--- config.mk ---
export PLATFORM = sky130hd
export DESIGN_NAME = pipelineCore
export DESIGN_NICKNAME = d
export VERILOG_FILES = /design/src/source/isaPkg.sv /design/src/source/pipePkg.sv /design/src/source/pipelineCore.sv /design/src/source/executeStage.sv /design/src/source/hazardUnit.sv /design/src/source/regFile.sv /design/src/source/instrDecoder.sv
export VERILOG_INCLUDE_DIRS = /design/src /design/src/source
export SDC_FILE = /design/constraint.sdc
export NUM_CORES = 2
export LEC_CHECK = 0
export ABC_CLOCK_PERIOD_IN_PS = 9220
export BUFFER_PORTS_ARGS = -buffer_cell sky130_fd_sc_hd__buf_4
export CAP_MARGIN = 10
export CORE_MARGIN = 1.5
export CORE_UTILIZATION = 40
export CTS_BUF_LIST = sky130_fd_sc_hd__clkbuf_4 sky130_fd_sc_hd__clkbuf_8 sky130_fd_sc_hd__clkbuf_16
export CTS_CLUSTER_SIZE = 20
export DETAILED_ROUTE_END_ITERATION = 7
export PLACE_DENSITY = 0.54
export SLEW_MARGIN = 0
export SYNTH_ARGS = -nofsm -noshare
export SYNTH_HDL_FRONTEND = slang
export SYNTH_SLANG_ARGS = --single-unit
--- constraint.sdc ---
create_clock -name clk -period 9.22 [get_ports clk]
set_input_delay 0.922 -clock clk [delete_from_list [all_inputs] [get_ports clk]]
set_output_delay 0.922 -clock clk [all_outputs]
set_load 0.1 [all_outputs]
--- src/source/core_cfg.svh ---
`ifndef CORE_CFG_SVH
`define CORE_CFG_SVH

// Datapath word size in bits
`define DATA_WIDTH 32

// Architectural registers r0..r15
`define REG_COUNT 16

// Bits needed to name one register
`define REG_ADDR_WIDTH 4

// Fetch restarts here after reset
`define RESET_PC 0

// Byte distance between consecutive instructions
`define PC_STEP 4

`endif
--- src/source/isaPkg.sv ---
`include "core_cfg.svh"

package isaPkg;

  typedef logic [`REG_ADDR_WIDTH-1:0] regAddrT;

  // Opcode values follow the ARM data-processing encoding
  typedef enum logic [3:0] {
    ANDop = 4'b0000,
    SUBop = 4'b0010,
    ADDop = 4'b0100,
    ORRop = 4'b1100,
    MOVop = 4'b1101
  } aluOpT;

  localparam logic [3:0] condAlways = 4'b1110;  // Only this condition executes
  localparam logic [1:0] opDataProc = 2'b00;
  localparam logic [1:0] opMemory   = 2'b01;
  localparam regAddrT    pcReg      = regAddrT'(`REG_COUNT - 1);  // r15

  // Data-processing view of an instruction word
  typedef struct packed {
    logic [3:0]  cond;
    logic [1:0]  op;
    logic        immFlag;   // Operand2 is a rotated imm8
    logic [3:0]  opcode;
    logic        setFlags;  // Ignored, no flags kept
    regAddrT     rn;
    regAddrT     rd;
    logic [11:0] operand2;  // rot:imm8 or shift:rm
  } dpFieldsT;

  // Load/store view of the same word
  typedef struct packed {
    logic [3:0]  cond;
    logic [1:0]  op;
    logic        immFlag;   // Set means register offset
    logic        preIndex;
    logic        up;        // Add offset when set, subtract when clear
    logic        byteFlag;
    logic        writeBack;
    logic        load;
    regAddrT     rn;        // Base register
    regAddrT     rd;        // Load target or store source
    logic [11:0] imm12;
  } memFieldsT;

  // One word, decoded either way depending on op
  typedef union packed {
    dpFieldsT  dp;
    memFieldsT mem;
  } instrWordT;

endpackage

--- src/source/pipePkg.sv ---
`include "core_cfg.svh"

package pipePkg;

  // Control bits produced in decode and carried down the pipe
  typedef struct packed {
    logic          regWrite;
    logic          memWrite;
    logic          memToReg;   // Also marks a load
    logic          aluSrcImm;  // Source B from the immediate
    isaPkg::aluOpT aluOp;
  } ctrlT;

  // Decode to execute
  typedef struct packed {
    ctrlT                   ctrl;
    isaPkg::regAddrT        rn;
    isaPkg::regAddrT        rm;
    isaPkg::regAddrT        rd;
    logic [`DATA_WIDTH-1:0] rd1;
    logic [`DATA_WIDTH-1:0] rd2;
    logic [`DATA_WIDTH-1:0] extImm;
  } decExT;

  // Execute to memory
  typedef struct packed {
    ctrlT                   ctrl;
    isaPkg::regAddrT        rd;
    logic [`DATA_WIDTH-1:0] aluOut;     // Result or memory address
    logic [`DATA_WIDTH-1:0] writeData;  // Store data after forwarding
  } exMemT;

  // Memory to writeback, only what writeback still needs
  typedef struct packed {
    logic                   regWrite;
    logic                   memToReg;
    isaPkg::regAddrT        rd;
    logic [`DATA_WIDTH-1:0] aluOut;
    logic [`DATA_WIDTH-1:0] readData;
  } memWbT;

  // Operand source in execute
  typedef enum logic [1:0] {
    fwdNone = 2'b00,  // Value read in decode
    fwdWb   = 2'b01,  // Writeback result
    fwdMem  = 2'b10   // ALU output held in memory stage
  } fwdSelT;

  // Data memory request from the memory stage
  typedef struct packed {
    logic [`DATA_WIDTH-1:0] addr;
    logic [`DATA_WIDTH-1:0] wdata;
    logic                   write;
  } dataBusT;

  // Register file write as seen from outside
  typedef struct packed {
    logic                   valid;
    isaPkg::regAddrT        regAddr;
    logic [`DATA_WIDTH-1:0] data;
  } wbPortT;

endpackage

--- src/source/pipelineCore.sv ---
`include "core_cfg.svh"

module pipelineCore (
  input  logic                    clk,
  input  logic                    rstN,
  output logic [`DATA_WIDTH-1:0]  instrAddr,
  input  logic [`DATA_WIDTH-1:0]  instr,
  output pipePkg::dataBusT        dataBus,
  input  logic [`DATA_WIDTH-1:0]  readData,
  output pipePkg::wbPortT         wbPort
);

  // Fetch to decode register contents
  typedef struct packed {
    isaPkg::instrWordT      instr;
    logic [`DATA_WIDTH-1:0] pcPlus4;
  } fetchDecT;

  logic [`DATA_WIDTH-1:0] pc;
  logic [`DATA_WIDTH-1:0] pcPlus4F;
  logic [`DATA_WIDTH-1:0] pcPlus8D;
  logic                   stall;

  fetchDecT fetchDec;

  pipePkg::ctrlT          ctrlD;
  isaPkg::regAddrT        rnD;
  isaPkg::regAddrT        rmD;
  isaPkg::regAddrT        rdD;
  logic [`DATA_WIDTH-1:0] extImmD;
  logic [`DATA_WIDTH-1:0] rd1D;
  logic [`DATA_WIDTH-1:0] rd2D;

  pipePkg::decExT  decExD;
  pipePkg::decExT  decEx;
  pipePkg::exMemT  exMemD;
  pipePkg::exMemT  exMem;
  pipePkg::memWbT  memWbD;
  pipePkg::memWbT  memWb;

  pipePkg::fwdSelT        fwdA;
  pipePkg::fwdSelT        fwdB;
  logic [`DATA_WIDTH-1:0] aluOutE;
  logic [`DATA_WIDTH-1:0] writeDataE;
  logic [`DATA_WIDTH-1:0] resultW;

  // Fetch
  assign pcPlus4F  = pc + `DATA_WIDTH'(`PC_STEP);
  assign instrAddr = pc;

  always_ff @(posedge clk) begin
    if (!rstN) pc <= `DATA_WIDTH'(`RESET_PC);
    else if (!stall) pc <= pcPlus4F;  // No branches so always sequential
  end

  // All-zero word decodes as a no-op
  always_ff @(posedge clk) begin
    if (!rstN) begin
      fetchDec <= '0;
    end else if (!stall) begin
      fetchDec.instr   <= instr;
      fetchDec.pcPlus4 <= pcPlus4F;
    end
  end

  // Decode
  assign pcPlus8D = fetchDec.pcPlus4 + `DATA_WIDTH'(`PC_STEP);

  instrDecoder dec0 (
    .instr  (fetchDec.instr),
    .ctrl   (ctrlD),
    .rn     (rnD),
    .rm     (rmD),
    .rd     (rdD),
    .extImm (extImmD)
  );

  regFile rf0 (
    .clk     (clk),
    .ra1     (rnD),
    .ra2     (rmD),
    .wa      (memWb.rd),
    .we      (memWb.regWrite),
    .wd      (resultW),
    .pcPlus8 (pcPlus8D),  // r15 seen by this instruction
    .rd1     (rd1D),
    .rd2     (rd2D)
  );

  hazardUnit hz0 (
    .rnD   (rnD),
    .rmD   (rmD),
    .rnE   (decEx.rn),
    .rmE   (decEx.rm),
    .loadE (decEx.ctrl.memToReg),
    .rdE   (decEx.rd),
    .exMem (exMem),
    .memWb (memWb),
    .fwdA  (fwdA),
    .fwdB  (fwdB),
    .stall (stall)
  );

  always_comb begin
    decExD.ctrl   = ctrlD;
    decExD.rn     = rnD;
    decExD.rm     = rmD;
    decExD.rd     = rdD;
    decExD.rd1    = rd1D;
    decExD.rd2    = rd2D;
    decExD.extImm = extImmD;
  end

  // Bubble on reset and on a load-use stall
  always_ff @(posedge clk) begin
    if (!rstN || stall) decEx.ctrl <= '0;
    else decEx <= decExD;
  end

  // Execute
  executeStage ex0 (
    .decEx     (decEx),
    .fwdA      (fwdA),
    .fwdB      (fwdB),
    .memFwd    (exMem.aluOut),
    .wbFwd     (resultW),
    .aluOut    (aluOutE),
    .writeData (writeDataE)
  );

  always_comb begin
    exMemD.ctrl      = decEx.ctrl;
    exMemD.rd        = decEx.rd;
    exMemD.aluOut    = aluOutE;
    exMemD.writeData = writeDataE;
  end

  always_ff @(posedge clk) begin
    if (!rstN) exMem.ctrl <= '0;
    else exMem <= exMemD;
  end

  // Memory stage answered in the same cycle
  assign dataBus.addr  = exMem.aluOut;
  assign dataBus.wdata = exMem.writeData;
  assign dataBus.write = exMem.ctrl.memWrite;

  always_comb begin
    memWbD.regWrite = exMem.ctrl.regWrite;
    memWbD.memToReg = exMem.ctrl.memToReg;
    memWbD.rd       = exMem.rd;
    memWbD.aluOut   = exMem.aluOut;
    memWbD.readData = readData;
  end

  always_ff @(posedge clk) begin
    if (!rstN) begin
      memWb.regWrite <= 1'b0;
      memWb.memToReg <= 1'b0;
    end else begin
      memWb <= memWbD;
    end
  end

  // Writeback
  assign resultW = memWb.memToReg ? memWb.readData : memWb.aluOut;

  assign wbPort.valid   = memWb.regWrite;
  assign wbPort.regAddr = memWb.rd;
  assign wbPort.data    = resultW;

  // A load in M holds only its address so no live user may bypass from M
  loadNoMemBypass: assert property (@(posedge clk) disable iff (!rstN)
    (exMem.ctrl.memToReg && decEx.ctrl != '0) |->
      (fwdA != pipePkg::fwdMem && fwdB != pipePkg::fwdMem));

endmodule

--- src/source/executeStage.sv ---
`include "core_cfg.svh"

module executeStage (
  input  pipePkg::decExT          decEx,
  input  pipePkg::fwdSelT         fwdA,
  input  pipePkg::fwdSelT         fwdB,
  input  logic [`DATA_WIDTH-1:0]  memFwd,
  input  logic [`DATA_WIDTH-1:0]  wbFwd,
  output logic [`DATA_WIDTH-1:0]  aluOut,
  output logic [`DATA_WIDTH-1:0]  writeData
);

  logic [`DATA_WIDTH-1:0] srcA;
  logic [`DATA_WIDTH-1:0] srcB;

  // Three-way bypass mux shared by both operands
  function automatic logic [`DATA_WIDTH-1:0] pickOperand(
    input pipePkg::fwdSelT        sel,
    input logic [`DATA_WIDTH-1:0] regVal,
    input logic [`DATA_WIDTH-1:0] memVal,
    input logic [`DATA_WIDTH-1:0] wbVal
  );
    case (sel)
      pipePkg::fwdMem: return memVal;
      pipePkg::fwdWb:  return wbVal;
      default:         return regVal;
    endcase
  endfunction

  assign srcA      = pickOperand(fwdA, decEx.rd1, memFwd, wbFwd);
  assign writeData = pickOperand(fwdB, decEx.rd2, memFwd, wbFwd);  // Also the store data

  // Immediate for imm forms and all memory addresses
  assign srcB = decEx.ctrl.aluSrcImm ? decEx.extImm : writeData;

  always_comb begin
    case (decEx.ctrl.aluOp)
      isaPkg::ANDop: aluOut = srcA & srcB;
      isaPkg::SUBop: aluOut = srcA - srcB;  // Also down-offset address
      isaPkg::ADDop: aluOut = srcA + srcB;
      isaPkg::ORRop: aluOut = srcA | srcB;
      isaPkg::MOVop: aluOut = srcB;  // Rn ignored
      default:       aluOut = '0;
    endcase
  end

endmodule

--- src/source/hazardUnit.sv ---
module hazardUnit (
  input  isaPkg::regAddrT  rnD,
  input  isaPkg::regAddrT  rmD,
  input  isaPkg::regAddrT  rnE,
  input  isaPkg::regAddrT  rmE,
  input  logic             loadE,
  input  isaPkg::regAddrT  rdE,
  input  pipePkg::exMemT   exMem,
  input  pipePkg::memWbT   memWb,
  output pipePkg::fwdSelT  fwdA,
  output pipePkg::fwdSelT  fwdB,
  output logic             stall
);

  logic matchAM;  // Source A against memory stage
  logic matchAW;  // Source A against writeback stage
  logic matchBM;
  logic matchBW;
  logic matchDE;  // Decode source against load in execute

  // Memory stage holds the younger value and wins
  function automatic pipePkg::fwdSelT pickFwd(input logic matchM, input logic matchW);
    if (matchM) return pipePkg::fwdMem;
    else if (matchW) return pipePkg::fwdWb;
    else return pipePkg::fwdNone;
  endfunction

  assign matchAM = exMem.ctrl.regWrite && (exMem.rd == rnE);
  assign matchAW = memWb.regWrite && (memWb.rd == rnE);
  assign matchBM = exMem.ctrl.regWrite && (exMem.rd == rmE);
  assign matchBW = memWb.regWrite && (memWb.rd == rmE);

  assign fwdA = pickFwd(matchAM, matchAW);
  assign fwdB = pickFwd(matchBM, matchBW);

  // Load data exists only after the memory stage
  // so a direct user waits one cycle and then takes it from writeback
  assign matchDE = (rdE == rnD) || (rdE == rmD);
  assign stall   = loadE && matchDE;

endmodule

--- src/source/regFile.sv ---
`include "core_cfg.svh"

module regFile (
  input  logic                    clk,
  input  isaPkg::regAddrT         ra1,
  input  isaPkg::regAddrT         ra2,
  input  isaPkg::regAddrT         wa,
  input  logic                    we,
  input  logic [`DATA_WIDTH-1:0]  wd,
  input  logic [`DATA_WIDTH-1:0]  pcPlus8,
  output logic [`DATA_WIDTH-1:0]  rd1,
  output logic [`DATA_WIDTH-1:0]  rd2
);

  // r0..r14 only, r15 is the PC
  logic [`DATA_WIDTH-1:0] regs [0:`REG_COUNT-2];

  // Port value with r15 and same-cycle write handled
  function automatic logic [`DATA_WIDTH-1:0] readPort(input isaPkg::regAddrT ra);
    if (ra == isaPkg::pcReg) return pcPlus8;
    else if (we && ra == wa) return wd;  // Write-through
    else return regs[ra];
  endfunction

  always_comb begin
    rd1 = readPort(ra1);
    rd2 = readPort(ra2);
  end

  always_ff @(posedge clk) begin
    if (we && wa != isaPkg::pcReg) begin
      regs[wa] <= wd;
    end
  end

  // Decoder turns every rd=r15 write into a no-op
  noPcWrite: assert property (@(posedge clk) we |-> wa != isaPkg::pcReg);

endmodule

--- src/source/instrDecoder.sv ---
`include "core_cfg.svh"

module instrDecoder (
  input  isaPkg::instrWordT       instr,
  output pipePkg::ctrlT           ctrl,
  output isaPkg::regAddrT         rn,
  output isaPkg::regAddrT         rm,
  output isaPkg::regAddrT         rd,
  output logic [`DATA_WIDTH-1:0]  extImm
);

  logic                     condOk;
  logic                     isMem;
  logic                     dpOk;
  logic                     memOk;
  logic [4:0]               rotAmt;
  logic [`DATA_WIDTH-1:0]   imm8Ext;
  logic [2*`DATA_WIDTH-1:0] imm8Rot;

  assign condOk = instr.dp.cond == isaPkg::condAlways;
  assign isMem  = instr.dp.op == isaPkg::opMemory;

  // Register form is accepted only without a shift
  assign dpOk = (instr.dp.op == isaPkg::opDataProc) &&
                (instr.dp.immFlag || instr.dp.operand2[11:4] == 8'd0) &&
                (instr.dp.opcode inside {isaPkg::ANDop, isaPkg::SUBop, isaPkg::ADDop,
                                         isaPkg::ORRop, isaPkg::MOVop});

  // Word access, immediate offset, no base update
  assign memOk = isMem && !instr.mem.immFlag && instr.mem.preIndex &&
                 !instr.mem.byteFlag && !instr.mem.writeBack;

  // Register fields sit at the same bits in both views
  assign rn = instr.dp.rn;
  assign rd = instr.dp.rd;
  assign rm = isMem ? instr.mem.rd : instr.dp.operand2[3:0];  // Store data comes in on port 2

  // imm8 rotated right by twice the rotate field
  assign rotAmt  = {instr.dp.operand2[11:8], 1'b0};
  assign imm8Ext = {{(`DATA_WIDTH-8){1'b0}}, instr.dp.operand2[7:0]};
  assign imm8Rot = {imm8Ext, imm8Ext} >> rotAmt;

  assign extImm = isMem ? {{(`DATA_WIDTH-12){1'b0}}, instr.mem.imm12}
                        : imm8Rot[`DATA_WIDTH-1:0];

  always_comb begin
    ctrl = '0;  // No-op unless proven otherwise
    if (condOk && rd != isaPkg::pcReg) begin
      if (dpOk) begin
        ctrl.regWrite  = 1'b1;
        ctrl.aluSrcImm = instr.dp.immFlag;
        ctrl.aluOp     = isaPkg::aluOpT'(instr.dp.opcode);
      end else if (memOk) begin
        ctrl.aluSrcImm = 1'b1;  // Address is base +/- imm12
        ctrl.aluOp     = instr.mem.up ? isaPkg::ADDop : isaPkg::SUBop;
        if (instr.mem.load) begin
          ctrl.regWrite = 1'b1;
          ctrl.memToReg = 1'b1;
        end else begin
          ctrl.memWrite = 1'b1;
        end
      end
    end
  end

endmodule

==> impl_metrics.py <==
metrics = {
    "worst_setup_path": {
        "critPathLaunchType": "flip-flop",
        "worstPathRequired_ps": 9600,
        "reg2reg_setup_slack_ps": 1950,
        "worstSetupEndpointType": "flip-flop",
        "ff2ff_path_depth": 25,
        "crit_type": "reg -> reg",
        "r2r-start": "wbPort[32]",
        "crit_fanout": 12,
        "rr_endpoint": "dataBus[64]",
        "arrival_ps": 7650,
    },
    "layout": {
        "fin_cells": 5074,
        "n_antenna_cell": 0,
        "drive_above_1_share": 0.1722,
        "fin_nets": 3733,
        "syn2layout_area_growth_pct": 13.16,
    },
    "power_and_ir_drop": {
        "p_leak_nw": 16.34,
        "vdd_drop_max_mv": 0.1320,
        "p_total_w": 0.009418,
        "powerDensity_mw_per_mm2": 201.2,
    },
    "drt": {
        "wirelength_mm": 141.3,
        "vias": 30020,
        "drc": 0,
        "highest_layer": "met5",
        "wl_met3_mm": 13.32,
        "wl_met1_mm": 60.15,
        "wl_per_cell_um": 27.85,
        "drt_iter0_drc": 3470,
        "ant_nets": 0,
        "first_pass_iters": 6,
        "wl_met2_mm": 62.57,
        "post_drt_via_cell_ratio": 5.917,
    },
    "sta": {
        "drv_slew": 0,
        "period_needed_ps": 7267,
        "hold_violations": 0,
        "fin_crit_sh": 0.7882,
        "timing.fmax_ghz": 0.1376,
        "maxSlewHeadroom": 0.1045,
        "rsz0062_at_grt": "no",
        "finalClockSkew_ps": 24.76,
        "tns_ps": 0,
        "hold_ws_ps": 433.4,
        "tightest_slew_ps": 1334,
        "final-setup-viol-count": 0,
    },
    "clock_tree": {
        "numClockSinks": 803,
        "cts_hold_buf": 0,
        "cts-root-buf": "clkbuf_16",
        "htreeDepth": 3,
        "clk_pin_slew_ps": 60,
        "cts_resized": 0,
        "cts_made_buffers": 89,
        "post_cts_buffers": 0,
        "clk_path_buf_depth": 3,
        "clock_latency_ps": 670,
        "cts_tree": "yes",
    },
    "flow_run": {
        "max-cap-violations": 0,
    },
    "worst_hold_path": {
        "min_from": "readData[14]",
        "whs_path_depth": 1,
        "hold_end": "memWb[14]",
        "hp-class": "in -> reg",
    },
    "grt": {
        "grt.total_usage": 0.2637,
        "grt_pass1_vias": 29000,
        "grt_max_degree": 141,
        "overflow": 0,
        "antenna_found_initial": 6,
        "grt_pass1_wl_mm": 203.6,
    },
    "floorplanning": {
        "initial_core_util": 0.4049,
        "top_level_ports": 200,
        "die_h_um": 324.6,
        "core_mm2": 0.1022,
        "rows": 117,
        "die_x_um": 324.6,
        "die_area_mm2": 0.1054,
    },
    "placement": {
        "dpl.hpwl_mm": 88.14,
        "placedCellCount": 4909,
        "place_congestion": 0.9238,
        "portBuffers": 197,
    },
    "yosys": {
        "yosysSeqAreaShare": 0.5638,
        "synth-edff-count": 724,
        "async_reset_ff_frac": 0,
        "synth_ff_type": "edfxtp_1",
        "synth.avg_cell_area_um2": 11.54,
        "ys_ff_latch": 803,
        "yosysWarnings": 0,
        "synth.distinct_cells": 86,
        "postSynthCellCount": 3586,
        "synthesis.area_mm2": 0.04137,
    },
    "outcome": {
        "status": "completed",
    },
}
-- metrics by stage --
stage | util | setup slack (ps) | instance area (µm²)
global route | 0.4581 | 1400 | 46810
CTS | 0.4581 | 2106 | 46810
detailed placement | 0.4295 | 2167 | 43880
global placement | 0.4295 | 2312 | 43880
floorplan | - | 3097 | 41370
finish | 0.4581 | 1953 | 46810
-- area by class of cell --
cell class | count | area (µm²)
Tap cell | 1368 | 1712
Fill cell | 9457 | 55370
Clock inverter | 57 | 490.5
Clock buffer | 108 | 2440
Multi-Input combinational cell | 2439 | 16670
Timing Repair Buffer | 263 | 2018
Inverter | 36 | 145.1
Sequential cell | 803 | 23340
-- state kept, by name, indices dropped and copies added (netlist names), named ones only --
register  flops
dataBus      65
decEx       116
exMem         6
fetchDec     62
memWb        65
rf0.regs    480
wbPort        5
-- cells in the mapped netlist (7+ instances only) --
library cell	n	area, µm²
nor2b_1	37	231.5
nand2_1	715	2684
nor3_1	27	135.1
mux4_2	128	2883
dfxtp_1	79	1582
a21oi_1	116	580.6
xor2_1	54	473.0
nand4_1	10	62.56
a22o_1	8	70.07
o221ai_1	15	131.4
a311oi_1	99	867.1
a21o_1	20	150.1
xnor2_1	86	753.2
o21ai_0	177	885.9
or3_1	12	75.07
edfxtp_1	724	21740
and3_1	24	150.1
buf_2	11	55.05
nor2_1	159	596.8
clkbuf_1	185	694.4
ha_1	34	425.4
nor4_1	9	56.30
buf_1	36	135.1
mux2i_1	162	1622
o22ai_1	7	43.79
a22oi_1	13	97.59
mux2_2	45	506.7
nand2b_1	18	112.6
o21ai_1	20	100.1
a31oi_1	12	75.07
and2_1	40	250.2
o31ai_1	10	75.07
nand3_1	288	1441
buf_4	74	555.5
inv_1	33	123.9
-- placed cells by master (no fill, tap or decap), types with 6 or more instances in the layout --
master,synthesis,routed
a21o_1,20,20
a21oi_1,116,116
a22o_1,8,8
a22oi_1,13,13
a311oi_1,99,99
a31oi_1,12,12
and2_1,40,39
and3_1,24,24
buf_4,74,259
bufinv_16,0,8
clkbuf_16,0,93
clkbuf_4,0,15
clkinv_1,2,24
clkinv_2,0,17
dfxtp_1,79,74
edfxtp_1,724,724
ha_1,34,34
inv_1,33,31
mux2_2,45,45
mux2i_1,162,158
mux4_2,128,128
nand2_1,715,715
nand2b_1,18,18
nand3_1,288,288
nand4_1,10,10
nor2_1,159,147
nor2_4,0,13
nor2b_1,37,36
nor3_1,27,22
o21ai_0,177,177
o21ai_1,20,19
o21bai_1,6,6
o221ai_1,15,15
o22ai_1,7,7
o31ai_1,10,10
or3_1,12,12
xnor2_1,86,86
xor2_1,54,54
-- power by group --
part | internal (W) | total (W) | switching [W]
sequential | 0.00414 | 0.00428 | 0.000134
combinational | 0.000448 | 0.00153 | 0.00108
clock | 0.00211 | 0.00361 | 0.00150
-- cell families after synthesis --
| group | Yosys count | synth area share |
|---|---|---|
| buf+inv | 345 | 0.03896 |
| compound gates | 566 | 0.09016 |
| simple gates | 1360 | 0.1451 |
| fa+ha+maj | 35 | 0.01077 |
| flops | 803 | 0.5638 |
| mux | 335 | 0.1211 |
| other cells | 1 | 0.00009065 |
| xor+xnor | 141 | 0.03003 |
-- critical path, stage by stage, from the launching register on --
cell and delay (ps):
edfxtp_1 700, xnor2_1 200, nand4_1 320, nor2_4 500, mux2i_1 230, o21ai_0 110
mux2_2 310, inv_1 100, ha_1 270, o311a_1 210, and3_1 200, nand2_1 240
o41ai_1 510, xor2_1 130, ha_1 410, a21o_1 220, a31oi_1 270, nor4b_1 280
o21ai_1 150, a311oi_1 590, o21ai_1 240, nand2_1 150, o21ai_0 160, a31oi_1 250
xnor2_1 140, o22ai_1 90
-- worst max path at each step --
stage          startpoint           to  slack [ps]  depth (start not counted)
3_3_place_gp   wbPort[32]  dataBus[64]        2310                         25
2_1_floorplan  wbPort[34]  dataBus[64]        3100                         30
3_5_place_dp   wbPort[32]  dataBus[64]        2170                         25
5_1_grt        wbPort[32]  dataBus[64]        1400                         25
6_report       wbPort[32]  dataBus[64]        1950                         25
4_1_cts        wbPort[32]  dataBus[64]        2110                         25
-- routing by layer --
metal	vias to the layer above	global-route usage
li1	13360	-
met1	14970	0.3665
met2	1428	0.4005
met3	257	0.06644
met4	6	0.09305
met5	-	0
Power figures use the tool's default switching activity.
